==> src/hw/ecc_pkg.sv <==
package ecc_pkg;

    localparam int DATA_WIDTH   = 120;
    localparam int PARITY_WIDTH = 8;
    localparam int IDX_WIDTH    = 7;

    typedef logic [DATA_WIDTH-1:0]   data_t;
    typedef logic [PARITY_WIDTH-1:0] parity_t;

    // APB register byte offsets.
    localparam logic [7:0] ADDR_DATA_IN0   = 8'h00;
    localparam logic [7:0] ADDR_DATA_IN1   = 8'h04;
    localparam logic [7:0] ADDR_DATA_IN2   = 8'h08;
    localparam logic [7:0] ADDR_DATA_IN3   = 8'h0C; // Bits 119..96 in the low 24 bits.
    localparam logic [7:0] ADDR_PARITY_IN  = 8'h10;
    localparam logic [7:0] ADDR_CTRL       = 8'h14; // Bit 0 bypass, bit 1 start.
    localparam logic [7:0] ADDR_STATUS     = 8'h18; // Bit 0 done, bit 1 sbit, bit 2 dbit.
    localparam logic [7:0] ADDR_PARITY_OUT = 8'h1C;
    localparam logic [7:0] ADDR_DATA_OUT0  = 8'h20;
    localparam logic [7:0] ADDR_DATA_OUT1  = 8'h24;
    localparam logic [7:0] ADDR_DATA_OUT2  = 8'h28;
    localparam logic [7:0] ADDR_DATA_OUT3  = 8'h2C;

    typedef struct packed {
        logic        psel;
        logic        penable;
        logic        pwrite;
        logic [7:0]  paddr;
        logic [31:0] pwdata;
    } apb_req_t;

    typedef struct packed {
        logic [31:0] prdata;
        logic        pready;
        logic        pslverr;
    } apb_rsp_t;

    typedef struct packed {
        logic    valid;
        logic    bypass;
        data_t   data;
        parity_t parity; // Received check byte.
    } ecc_op_t;

    typedef struct packed {
        ecc_op_t op;
        parity_t parity_calc;
    } ecc_enc_t;

    typedef struct packed {
        logic                 valid;
        logic                 bypass;
        data_t                data;
        parity_t              parity_calc;
        logic                 data_hit;
        logic [IDX_WIDTH-1:0] idx;
        logic                 sbit;
        logic                 dbit;
    } ecc_syn_t;

    typedef struct packed {
        logic    valid;
        data_t   data;
        parity_t parity;
        logic    sbit;
        logic    dbit;
    } ecc_result_t;

    // Data bit idx takes the idx-th position from 3 up that is not a power of two,
    // topped with an eighth bit that makes the column weight odd.
    function automatic parity_t ecc_column(input int unsigned idx);
        logic [IDX_WIDTH-1:0] pos;
        pos = IDX_WIDTH'(idx + 32'd3);
        for (int k = 2; k < IDX_WIDTH; k++) begin
            if (pos >= IDX_WIDTH'(1 << k))
                pos = pos + 1'b1; // Skip 4, 8, 16, 32 and 64.
        end
        return {~^pos, pos};
    endfunction

    function automatic parity_t ecc_encode(input data_t d);
        parity_t p;
        p = '0;
        for (int i = 0; i < DATA_WIDTH; i++) begin
            if (d[i])
                p = p ^ ecc_column(i);
        end
        return p;
    endfunction

endpackage

==> src/hw/ecc_apb_regs.sv <==
`timescale 1ns/1ps

module ecc_apb_regs (
    input  logic                  clk,
    input  logic                  arst_n,
    input  ecc_pkg::apb_req_t     apb_req,
    output ecc_pkg::apb_rsp_t     apb_rsp,
    output ecc_pkg::ecc_op_t      op,
    input  ecc_pkg::ecc_result_t  result
);

    ecc_pkg::data_t   data_in;
    ecc_pkg::parity_t parity_in;
    logic             bypass;
    ecc_pkg::data_t   data_out;
    ecc_pkg::parity_t parity_out;
    logic             done;
    logic             sbit;
    logic             dbit;

    logic             op_valid;
    logic             op_bypass;
    ecc_pkg::data_t   op_data;
    ecc_pkg::parity_t op_parity;

    logic [31:0]      prdata;
    logic             pslverr;

    logic [31:0]      rd_data;
    logic             rd_ok;
    logic             wr_ok;
    logic             addr_err;
    logic             setup;
    logic             wr_en;
    logic             start;

    assign setup = apb_req.psel & ~apb_req.penable;
    assign wr_en = apb_req.psel & apb_req.penable & apb_req.pwrite & wr_ok;
    assign start = wr_en && (apb_req.paddr == ecc_pkg::ADDR_CTRL) && apb_req.pwdata[1];

    // Address decode and read mux.
    always_comb begin
        rd_data = '0;
        rd_ok   = 1'b1;
        wr_ok   = 1'b0;
        case (apb_req.paddr)
            ecc_pkg::ADDR_DATA_IN0: begin
                rd_data = data_in[31:0];
                wr_ok   = 1'b1;
            end
            ecc_pkg::ADDR_DATA_IN1: begin
                rd_data = data_in[63:32];
                wr_ok   = 1'b1;
            end
            ecc_pkg::ADDR_DATA_IN2: begin
                rd_data = data_in[95:64];
                wr_ok   = 1'b1;
            end
            ecc_pkg::ADDR_DATA_IN3: begin
                rd_data = {8'h00, data_in[119:96]};
                wr_ok   = 1'b1;
            end
            ecc_pkg::ADDR_PARITY_IN: begin
                rd_data = {24'h0, parity_in};
                wr_ok   = 1'b1;
            end
            ecc_pkg::ADDR_CTRL: begin
                rd_data = {31'h0, bypass}; // Start reads back as zero.
                wr_ok   = 1'b1;
            end
            ecc_pkg::ADDR_STATUS:     rd_data = {29'h0, dbit, sbit, done};
            ecc_pkg::ADDR_PARITY_OUT: rd_data = {24'h0, parity_out};
            ecc_pkg::ADDR_DATA_OUT0:  rd_data = data_out[31:0];
            ecc_pkg::ADDR_DATA_OUT1:  rd_data = data_out[63:32];
            ecc_pkg::ADDR_DATA_OUT2:  rd_data = data_out[95:64];
            ecc_pkg::ADDR_DATA_OUT3:  rd_data = {8'h00, data_out[119:96]};
            default:                  rd_ok   = 1'b0;
        endcase
        addr_err = apb_req.pwrite ? ~wr_ok : ~rd_ok;
    end

    // Response is set up in the setup phase and holds through the access phase.
    always_ff @(posedge clk or negedge arst_n) begin
        if (!arst_n) begin
            prdata  <= '0;
            pslverr <= 1'b0;
        end else if (setup) begin
            prdata  <= (apb_req.pwrite || addr_err) ? '0 : rd_data;
            pslverr <= addr_err;
        end else begin
            prdata  <= '0;
            pslverr <= 1'b0;
        end
    end

    always_ff @(posedge clk or negedge arst_n) begin
        if (!arst_n) begin
            data_in   <= '0;
            parity_in <= '0;
            bypass    <= 1'b0;
        end else if (wr_en) begin
            case (apb_req.paddr)
                ecc_pkg::ADDR_DATA_IN0:  data_in[31:0]   <= apb_req.pwdata;
                ecc_pkg::ADDR_DATA_IN1:  data_in[63:32]  <= apb_req.pwdata;
                ecc_pkg::ADDR_DATA_IN2:  data_in[95:64]  <= apb_req.pwdata;
                ecc_pkg::ADDR_DATA_IN3:  data_in[119:96] <= apb_req.pwdata[23:0];
                ecc_pkg::ADDR_PARITY_IN: parity_in <= apb_req.pwdata[ecc_pkg::PARITY_WIDTH-1:0];
                ecc_pkg::ADDR_CTRL:      bypass    <= apb_req.pwdata[0];
                default: ;
            endcase
        end
    end

    always_ff @(posedge clk or negedge arst_n) begin
        if (!arst_n)
            op_valid <= 1'b0;
        else
            op_valid <= start; // One-cycle launch pulse.
    end

    // Bypass comes from the start write itself.
    always_ff @(posedge clk) begin
        if (start) begin
            op_bypass <= apb_req.pwdata[0];
            op_data   <= data_in;
            op_parity <= parity_in;
        end
    end

    assign op = '{valid: op_valid, bypass: op_bypass, data: op_data, parity: op_parity};

    always_ff @(posedge clk or negedge arst_n) begin
        if (!arst_n) begin
            done       <= 1'b0;
            sbit       <= 1'b0;
            dbit       <= 1'b0;
            data_out   <= '0;
            parity_out <= '0;
        end else begin
            if (start)
                done <= 1'b0; // A new start outranks an older landing result.
            else if (result.valid)
                done <= 1'b1;
            if (result.valid) begin
                data_out   <= result.data;
                parity_out <= result.parity;
                sbit       <= result.sbit;
                dbit       <= result.dbit;
            end
        end
    end

    assign apb_rsp = '{prdata: prdata, pready: 1'b1, pslverr: pslverr};

endmodule

==> src/hw/ecc_correct_stage.sv <==
`timescale 1ns/1ps

module ecc_correct_stage (
    input  logic                 clk,
    input  logic                 arst_n,
    input  ecc_pkg::ecc_syn_t    syn,
    output ecc_pkg::ecc_result_t result
);

    ecc_pkg::data_t   mask;
    ecc_pkg::data_t   fixed;

    logic             valid;
    ecc_pkg::data_t   data;
    ecc_pkg::parity_t parity;
    logic             sbit;
    logic             dbit;

    assign mask  = syn.data_hit ? (ecc_pkg::data_t'(1) << syn.idx) : '0;
    assign fixed = syn.data ^ mask;

    always_ff @(posedge clk or negedge arst_n) begin
        if (!arst_n)
            valid <= 1'b0;
        else
            valid <= syn.valid;
    end

    always_ff @(posedge clk) begin
        if (syn.valid) begin
            parity <= syn.parity_calc;
            // Bypass returns the raw word with no error report.
            data   <= syn.bypass ? syn.data : fixed;
            sbit   <= syn.sbit & ~syn.bypass;
            dbit   <= syn.dbit & ~syn.bypass;
        end
    end

    assign result = '{valid: valid, data: data, parity: parity, sbit: sbit, dbit: dbit};

endmodule

==> src/hw/ecc_encode_stage.sv <==
`timescale 1ns/1ps

module ecc_encode_stage (
    input  logic              clk,
    input  logic              arst_n,
    input  ecc_pkg::ecc_op_t  op,
    output ecc_pkg::ecc_enc_t enc
);

    logic             valid;
    logic             bypass;
    ecc_pkg::data_t   data;
    ecc_pkg::parity_t parity;
    ecc_pkg::parity_t parity_calc;

    always_ff @(posedge clk or negedge arst_n) begin
        if (!arst_n)
            valid <= 1'b0;
        else
            valid <= op.valid;
    end

    always_ff @(posedge clk) begin
        if (op.valid) begin
            bypass      <= op.bypass;
            data        <= op.data;
            parity      <= op.parity;
            parity_calc <= ecc_pkg::ecc_encode(op.data); // Check byte of the data as received.
        end
    end

    assign enc.op          = '{valid: valid, bypass: bypass, data: data, parity: parity};
    assign enc.parity_calc = parity_calc;

endmodule

==> src/hw/ecc_syndrome_stage.sv <==
`timescale 1ns/1ps

module ecc_syndrome_stage (
    input  logic              clk,
    input  logic              arst_n,
    input  ecc_pkg::ecc_enc_t enc,
    output ecc_pkg::ecc_syn_t syn
);

    ecc_pkg::parity_t              syndrome;
    logic                          hit;
    logic [ecc_pkg::IDX_WIDTH-1:0] hit_idx;
    logic                          is_sbit;
    logic                          is_dbit;

    logic                          valid;
    logic                          bypass;
    ecc_pkg::data_t                data;
    ecc_pkg::parity_t              parity_calc;
    logic                          data_hit;
    logic [ecc_pkg::IDX_WIDTH-1:0] idx;
    logic                          sbit;
    logic                          dbit;

    assign syndrome = enc.op.parity ^ enc.parity_calc;

    // Columns are unique and have odd weight of three or more.
    always_comb begin
        hit     = 1'b0;
        hit_idx = '0;
        for (int i = 0; i < ecc_pkg::DATA_WIDTH; i++) begin
            if (syndrome == ecc_pkg::ecc_column(i)) begin
                hit     = 1'b1;
                hit_idx = ecc_pkg::IDX_WIDTH'(i);
            end
        end
    end

    assign is_sbit = hit | $onehot(syndrome); // One-hot is a flipped check bit.
    assign is_dbit = (syndrome != '0) & ~is_sbit;

    always_ff @(posedge clk or negedge arst_n) begin
        if (!arst_n)
            valid <= 1'b0;
        else
            valid <= enc.op.valid;
    end

    always_ff @(posedge clk) begin
        if (enc.op.valid) begin
            bypass      <= enc.op.bypass;
            data        <= enc.op.data;
            parity_calc <= enc.parity_calc;
            data_hit    <= hit;
            idx         <= hit_idx;
            sbit        <= is_sbit;
            dbit        <= is_dbit;
        end
    end

    assign syn = '{valid: valid, bypass: bypass, data: data, parity_calc: parity_calc,
                   data_hit: data_hit, idx: idx, sbit: sbit, dbit: dbit};

endmodule

==> src/hw/ecc_top.sv <==
`timescale 1ns/1ps

module ecc_top (
    input  logic              clk,
    input  logic              arst_n,
    input  ecc_pkg::apb_req_t apb_req,
    output ecc_pkg::apb_rsp_t apb_rsp
);

    ecc_pkg::ecc_op_t     op;
    ecc_pkg::ecc_enc_t    enc;
    ecc_pkg::ecc_syn_t    syn;
    ecc_pkg::ecc_result_t result;

    ecc_apb_regs u_regs (
        .clk     (clk),
        .arst_n  (arst_n),
        .apb_req (apb_req),
        .apb_rsp (apb_rsp),
        .op      (op),
        .result  (result)
    );

    // Three registered stages, one cycle each.
    ecc_encode_stage u_enc (
        .clk    (clk),
        .arst_n (arst_n),
        .op     (op),
        .enc    (enc)
    );

    ecc_syndrome_stage u_syn (
        .clk    (clk),
        .arst_n (arst_n),
        .enc    (enc),
        .syn    (syn)
    );

    ecc_correct_stage u_cor (
        .clk    (clk),
        .arst_n (arst_n),
        .syn    (syn),
        .result (result)
    );

endmodule

==> config.mk <==
export PLATFORM = sky130hd
export DESIGN_NAME = ecc_top
export DESIGN_NICKNAME = d
export VERILOG_FILES = /design/src/hw/ecc_pkg.sv /design/src/hw/ecc_apb_regs.sv /design/src/hw/ecc_correct_stage.sv /design/src/hw/ecc_encode_stage.sv /design/src/hw/ecc_syndrome_stage.sv /design/src/hw/ecc_top.sv
export SDC_FILE = /design/constraint.sdc
export NUM_CORES = 1
export LEC_CHECK = 0
export ABC_AREA = 1
export BUFFER_PORTS_ARGS = -buffer_cell sky130_fd_sc_hd__buf_2
export CAP_MARGIN = 10
export CORE_MARGIN = 2
export CORE_UTILIZATION = 40
export DETAILED_ROUTE_END_ITERATION = 8
export GPL_ROUTABILITY_DRIVEN = 0
export GPL_TIMING_DRIVEN = 1
export SKIP_CTS_REPAIR_TIMING = 1
export SYNTH_ARGS = -nofsm -noshare
export SYNTH_HDL_FRONTEND = slang
export SYNTH_SLANG_ARGS = --single-unit
==> constraint.sdc <==
create_clock -name clk -period 5.75 [get_ports clk]
set_input_delay 1.15 -clock clk [delete_from_list [all_inputs] [get_ports clk]]
set_output_delay 1.15 -clock clk [all_outputs]
set_load 0.05 [all_outputs]
# [Yosys cells after proc, flatten, opt, wreduce, memory -nomap -nowiden]
# Index checks and enable logic that the tools add are counted.
[totals] output_inout_bits=34 word_cells=3558 ff_bits=832
[op_classes] muxes=2154 bitwise=134 order_cmp=476 shift=1 n_reduce_logical=138 n_addsub=483 eq_ne=132
[ops] op="7-bit 2-to-1 mux" count=1728
[ops] op="7-bit by 1-bit adder with 7-bit output, second input constant" count=476
[ops] op="8-bit 2-to-1 mux" count=239
[ops] op="8-bit bitwise XOR" count=120
[ops] op="7-bit by 4-bit greater-or-equal comparator with 1-bit output, second input constant" count=119
[ops] op="7-bit by 5-bit greater-or-equal comparator with 1-bit output, second input constant" count=119
[ops] op="7-bit by 6-bit greater-or-equal comparator with 1-bit output, second input constant" count=119
[ops] op="7-bit greater-or-equal comparator, second input constant" count=119
[ops] op="7-bit XNOR reduction" count=119
[ops] op="8-bit equality test, second input constant" count=63
[ops] op="32-bit one-hot mux with 12 select lines" count=1
[ops] op="8-bit by 7-bit equality test with 1-bit output, second input constant" count=31
[ops] op="120-bit 2-to-1 mux" count=2
[ops] op="6-bit 2-to-1 mux" count=32
[ops] op="8-bit by 6-bit equality test with 1-bit output, second input constant" count=19
[ops] op="1-bit 2-to-1 mux" count=128
[ops] op="1-bit by 7-bit << shifter with 120-bit output, first input constant" count=1
[ops] op="120-bit bitwise XOR" count=1
[ops] op="8-bit by 5-bit equality test with 1-bit output, second input constant" count=11
[ops] op="5-bit 2-to-1 mux" count=16
[ops] op="32-bit 2-to-1 mux" count=2
[ops] op="56-bit OR reduction" count=1
[ops] op="8-bit by 4-bit equality test with 1-bit output, second input constant" count=5
[ops] op="24-bit OR reduction" count=1
[ops] op="22 further kinds" count=46

# [Depth between registers and ports, before layout]
[depth] word_depth=375 depth_mapped=110 ltp_nobuf=110

# [Cells and area by module]
# A second synthesis with hierarchy kept.
[hier_totals] hier_cells=4829 hier_area_um2=41997.8
[by_module_without_submodules] mod="ecc_apb_regs" cells_per_inst=1794 area_per_inst_um2=17021.3 n_inst=1 seq_area_each_um2=11230.8
[by_module_without_submodules] mod="ecc_encode_stage" cells_per_inst=1376 area_per_inst_um2=10505.1 n_inst=1 seq_area_each_um2=4139.0
[by_module_without_submodules] mod="ecc_correct_stage" cells_per_inst=856 area_per_inst_um2=7339.5 n_inst=1 seq_area_each_um2=3928.8
[by_module_without_submodules] mod="ecc_syndrome_stage" cells_per_inst=803 area_per_inst_um2=7131.8 n_inst=1 seq_area_each_um2=4199.0

# [Worst setup path before layout]
# OpenSTA, ideal clock, no wires.
[synth_timing] path_type="reg-to-reg" from="reg u_enc.parity_calc[1]" to="reg u_syn.idx[0] (netlist bit), data pin" t_arrival_ns=5.793 required_time_ns=5.486 setup_slack_ns=-0.307 path_buffers=0 setup_ns=0.264 path_stages_with_launch=110 cell_sequence="edfxtp_1 xnor2_1 inv_1 ha_1 inv_1 nor2_1 nand2_1 nand4_1 o21bai_1 nand2_1 nand2_1 nand2_1 nand2_1 nand2_1 nand2_1 nand2_1 nand2_1 nand2_1 (+74 left out) nand2_1 nand2_1 nand2_1 nand2_1 nand2_1 nand2_1 nand2_1 nand2_1 nand2_1 nand2_1 nand2_1 nand2_1 nand2_1 nand2_1 nand2_1 nand2_1 nand2_1 a21oi_2"
[synth_between] elab_chain_len=120 word_cells_on_any_way=238
[synth_lines] element="start, declared" line="ecc_encode_stage.sv:14" rtl="ecc_pkg::parity_t parity_calc;"
[synth_lines] element="start signal, assigned" line="ecc_encode_stage.sv:28" rtl="parity_calc <= ecc_pkg::ecc_encode(op.data);"
[synth_lines] element="8-bit bitwise XOR (*)" line="ecc_syndrome_stage.sv:25" rtl="assign syndrome = enc.op.parity ^ enc.parity_calc;"
[synth_lines] element="8-bit equality test" line="ecc_syndrome_stage.sv:32" rtl="if (syndrome == ecc_pkg::ecc_column(i)) begin"
[synth_lines] element="1-bit 2-to-1 mux" line="ecc_syndrome_stage.sv:32"
[synth_lines] element="7-bit 2-to-1 mux (62 in a row)" line="ecc_syndrome_stage.sv:32"
[synth_lines] element="6-bit 2-to-1 mux (32 in a row)" line="ecc_syndrome_stage.sv:32"
[synth_lines] element="5-bit 2-to-1 mux (16 in a row)" line="ecc_syndrome_stage.sv:32"
[synth_lines] element="3-bit 2-to-1 mux (4 in a row)" line="ecc_syndrome_stage.sv:32"
[synth_lines] element="2-bit 2-to-1 mux (2 in a row)" line="ecc_syndrome_stage.sv:32"
[synth_lines] element="1-bit 2-to-1 mux" line="ecc_syndrome_stage.sv:32"
[synth_lines] element="end signal, assigned" line="ecc_syndrome_stage.sv:55" rtl="idx <= hit_idx;"
[synth_lines] element="end, declared" line="ecc_syndrome_stage.sv:21" rtl="logic [ecc_pkg::IDX_WIDTH-1:0] idx;"
# Every way passes the cells marked *; elsewhere a longest branch is shown, timed or not.
# A chain may end at the register's enable or synchronous reset.

# [Final worst setup path]
[layout_timing] from="reg u_enc.parity_calc[0]" to="reg u_syn.idx[0] (netlist bit), data pin"
# Same word-level chain as after synthesis.

==> summary.txt <==
Status
  • Status: finished with violations
  • Failing checks: setup timing

Timing
  • Max Slew Vio Count: 0
  • TNS Setup: -0.853 ns
  • # setup viols final: 1
  • RSZ-0062 raised after global routing: yes
  • Worst slew pin tran: 1.27 ns
  • Worst hold margin: 0.402 ns
  • Endpoints failing hold: 0
  • Post-route clock period utilization: 115%
  • Fmax: 151 MHz
  • Minimum clock period: 6.60 ns
  • Max Clock Skew: about 0.025 ns
  • Slew margin rel.: 15.6%
  • Final WS setup: -0.853 ns

Worst setup path
  • Setup crit end kind: flop
  • Critical Path Fanout Max: 3
  • Slowest CP cell: edfxtp_1
  • CP arrival: 6.99 ns
  • Crit-path most repeated cell: nand2_1
  • Worst R2R Path Depth: 109
  • Worst endpoint required time: 6.13 ns
  • Kind of critical path: flop to flop
  • FF-to-FF Start: u_enc.parity_calc[0]$_DFFE_PP_
  • Crit path launch type: flop
  • Reg-to-Reg End: u_syn.idx[0]$_SDFFCE_PP1P_
  • Slack of the worst reg-to-reg path: -0.85 ns
  • CP peak stage delay: approximately 0.44 ns

Floorplan
  • Starting density of the core: 40.3%
  • Row Count: between 100 and 150
  • Area of the die: 96200 um2
  • # IOs: 79
  • Die extent in x: 310 um
  • Die height: 310 um
  • Core Area: 93000 um2

Clock tree
  • Worst-path clk slew: approximately 0.06 ns
  • CTS tree: done
  • H-tree depth: 3
  • Clock latency on the worst-skew pair: 0.64 ns
  • CTS Buf Count: 80
  • Clk sink count: 832
  • Root Driver: clkbuf_16
  • Max clock buf depth: 3

Synth
  • Main flop type after synthesis: edfxtp_1
  • Yosys top cell area share: 42.9%
  • Count leader, synth: edfxtp_1
  • Synthesized instance count: 3269
  • Fraction of registers with async set/reset: 35.7%
  • Commonest cells post-synth: 535 x edfxtp_1, 473 x nand2_1, 364 x inv_1
  • Synthesis warning total: 0
  • Synth Area per Inst: 11.5 um2
  • Share of the yosys chip area belonging to registers: between 60% and 70%
  • Post-Syn Area: about 37000 um2
  • Syn Nets: roughly 3300
  • Seq cells post-synth: about 830
  • Top post-synthesis cells by area: edfxtp_1 43%, dfrtp_1 20%, xnor2_1 8.5%
  • Number of synthesized flops with an enable pin: ~540
  • Netlist cell types: 44
  • Cell taking the most area after synthesis: edfxtp_1

Placement
  • Area of placed instances: roughly 40000 um2
  • DP HPWL: 77300 um
  • Port bufs: 77

Global routing
  • Initial antenna violation count: 10
  • GRT Overall Usage: a little under a quarter
  • Overflow after GRT: 0
  • First-pass GRT wire length: 158000 um
  • Largest net degree at the start of global routing: 139
  • Vias in the first global route: 23200

Run
  • Max-cap violations: 0

Layout
  • Multi-input gate area: 12200 um2
  • Final net count: 3485
  • Final instance area: 42700 um2
  • Layout cells sized above 1: between 10% and 20%
  • Final core occ: a little under half
  • Register area: around 24000 um2
  • Filler cell count: 8499
  • Area Growth Syn to Fin: 13.9%

Hold path
  • Worst Hold Path EP: u_syn.data[38]$_DFFE_PP_
  • Worst Hold Launch: u_enc.data[38]$_DFFE_PP_
  • Hold Path Depth: 0
  • Worst min path class: flop to flop

Route
  • Drt total wl: 109000 um
  • Routed len/inst: approximately 23 um
  • DR vias/cell: 5.10
  • DRC viols: 0
  • Drt first pass iters: 5
  • Post-DRT Antenna Nets: 0
  • Vias: around 24000
  • 1st-iter DRT viols: 2606

Power
  • Peak VDD IR: about 220 uV
  • Pwr Density: around 270 nW/um2
  • Reported leakage power: 16.6 nW
==> how the worst max path moves through the flow <==
stage / cells after the start / to / from / slack [ns]
after detailed placement: 108 / u_syn.idx[0]$_SDFFCE_PP1P_ / u_enc.parity_calc[5]$_DFFE_PP_ / -0.86
after global placement: 109 / u_syn.idx[0]$_SDFFCE_PP1P_ / u_enc.parity[0]$_DFFE_PP_ / -0.78
final: 109 / u_syn.idx[0]$_SDFFCE_PP1P_ / u_enc.parity_calc[0]$_DFFE_PP_ / -0.85
after global routing: 109 / u_syn.idx[0]$_SDFFCE_PP1P_ / u_enc.parity_calc[1]$_DFFE_PP_ / -2.03
after floorplan: 109 / u_syn.idx[0]$_SDFFCE_PP1P_ / u_enc.parity[1]$_DFFE_PP_ / -0.15
after CTS: 108 / u_syn.idx[0]$_SDFFCE_PP1P_ / u_enc.parity_calc[5]$_DFFE_PP_ / -0.85
==> cell usage in the layout, fill, tap and decap left out, drive strengths merged, types with 3 or more instances in the layout <==
cell type,Yosys,layout
o41ai,6,6
a21oi,38,38
o211ai,3,3
a221o,5,5
dfrtp,297,297
fa,4,4
bufinv,0,6
edfxtp,535,535
nand3,36,36
ha,14,14
nor2,315,315
a31oi,15,15
inv,378,379
o21bai,3,3
nor4,16,16
clkinv,3,23
clkbuf,109,122
mux2,105,105
o21ai,163,163
nor3,20,20
buf,10,190
a221oi,28,28
xor2,205,205
xnor2,363,363
nand2,482,482
o22ai,76,76
nand4,26,26
==> area by class of cell <==
cell class,count,share of cell area [%]
Sequential cell,832,55.1
Multi-Input combinational cell,1937,28.6
Clock buffer,122,5.50
Tap cell,1254,3.68
Inverter,381,3.37
Timing Repair Buffer,190,3.12
Clock inverter,27,0.677
Antenna cell,1,0.00586
==> metrics by stage <==
step	total power (W)	worst slack [ns]	cells
floorplan	0.00645	-0.148	3269
detailed placement	0.00654	-0.862	4592
global placement	0.00654	-0.777	4592
finish	0.0117	-0.853	4744
CTS	0.0118	-0.849	4741
global route	0.0120	-2.03	4743
==> where the power goes <==
group	internal, W	total [W]	switching [W]	leakage (nW)
combinational	0.0000193	0.0000988	0.0000795	6.48
sequential	0.00631	0.00631	0.000000590	8.84
clock	0.00309	0.00530	0.00221	1.29
==> critical path, delay by kind of cell, from the launching register on <==
kind	cells	cell delay, ns
AOI/OAI and AO/OA	2	0.21
xor gates and xnor gates	1	0.27
adders and majority gates	1	0.19
buffers and inverters	2	0.16
DFF	1	0.44
and+or+nand+nor	103	5.09
==> cell families (layout without fill, tap and decap cells) <==
| family | after synthesis | in the layout | share of synthesized area (%) |
|---|---|---|---|
| AOI/OAI and AO/OA | 343 | 343 | 5.39 |
| other | 1 | 2 | 0.0100 |
| muxes | 105 | 105 | 3.15 |
| xor gates and xnor gates | 568 | 568 | 13.3 |
| buffers and inverters | 500 | 720 | 5.03 |
| adders and majority gates | 18 | 18 | 0.681 |
| and+or+nand+nor | 902 | 902 | 9.77 |
| DFF | 832 | 832 | 62.7 |
==> sequential cells by signal, indices dropped and copies added (netlist names), 32 cells and up <==
register and count:
u_syn.data 120, u_enc.data 120, u_regs.op_data 120, u_regs.data_out 120, u_cor.data 120, u_regs.data_in 120, u_regs.prdata 32
==> layer usage <==
metal	GRT usage, %	up-vias	wire length (um)
met4	7.16	0	3370
li1	-	11100	-
met2	35.2	1027	48900
met5	0	-	0
met1	32.6	11900	47300
met3	4.24	164	9050
No activity file was read; power rests on OpenSTA's default activity.
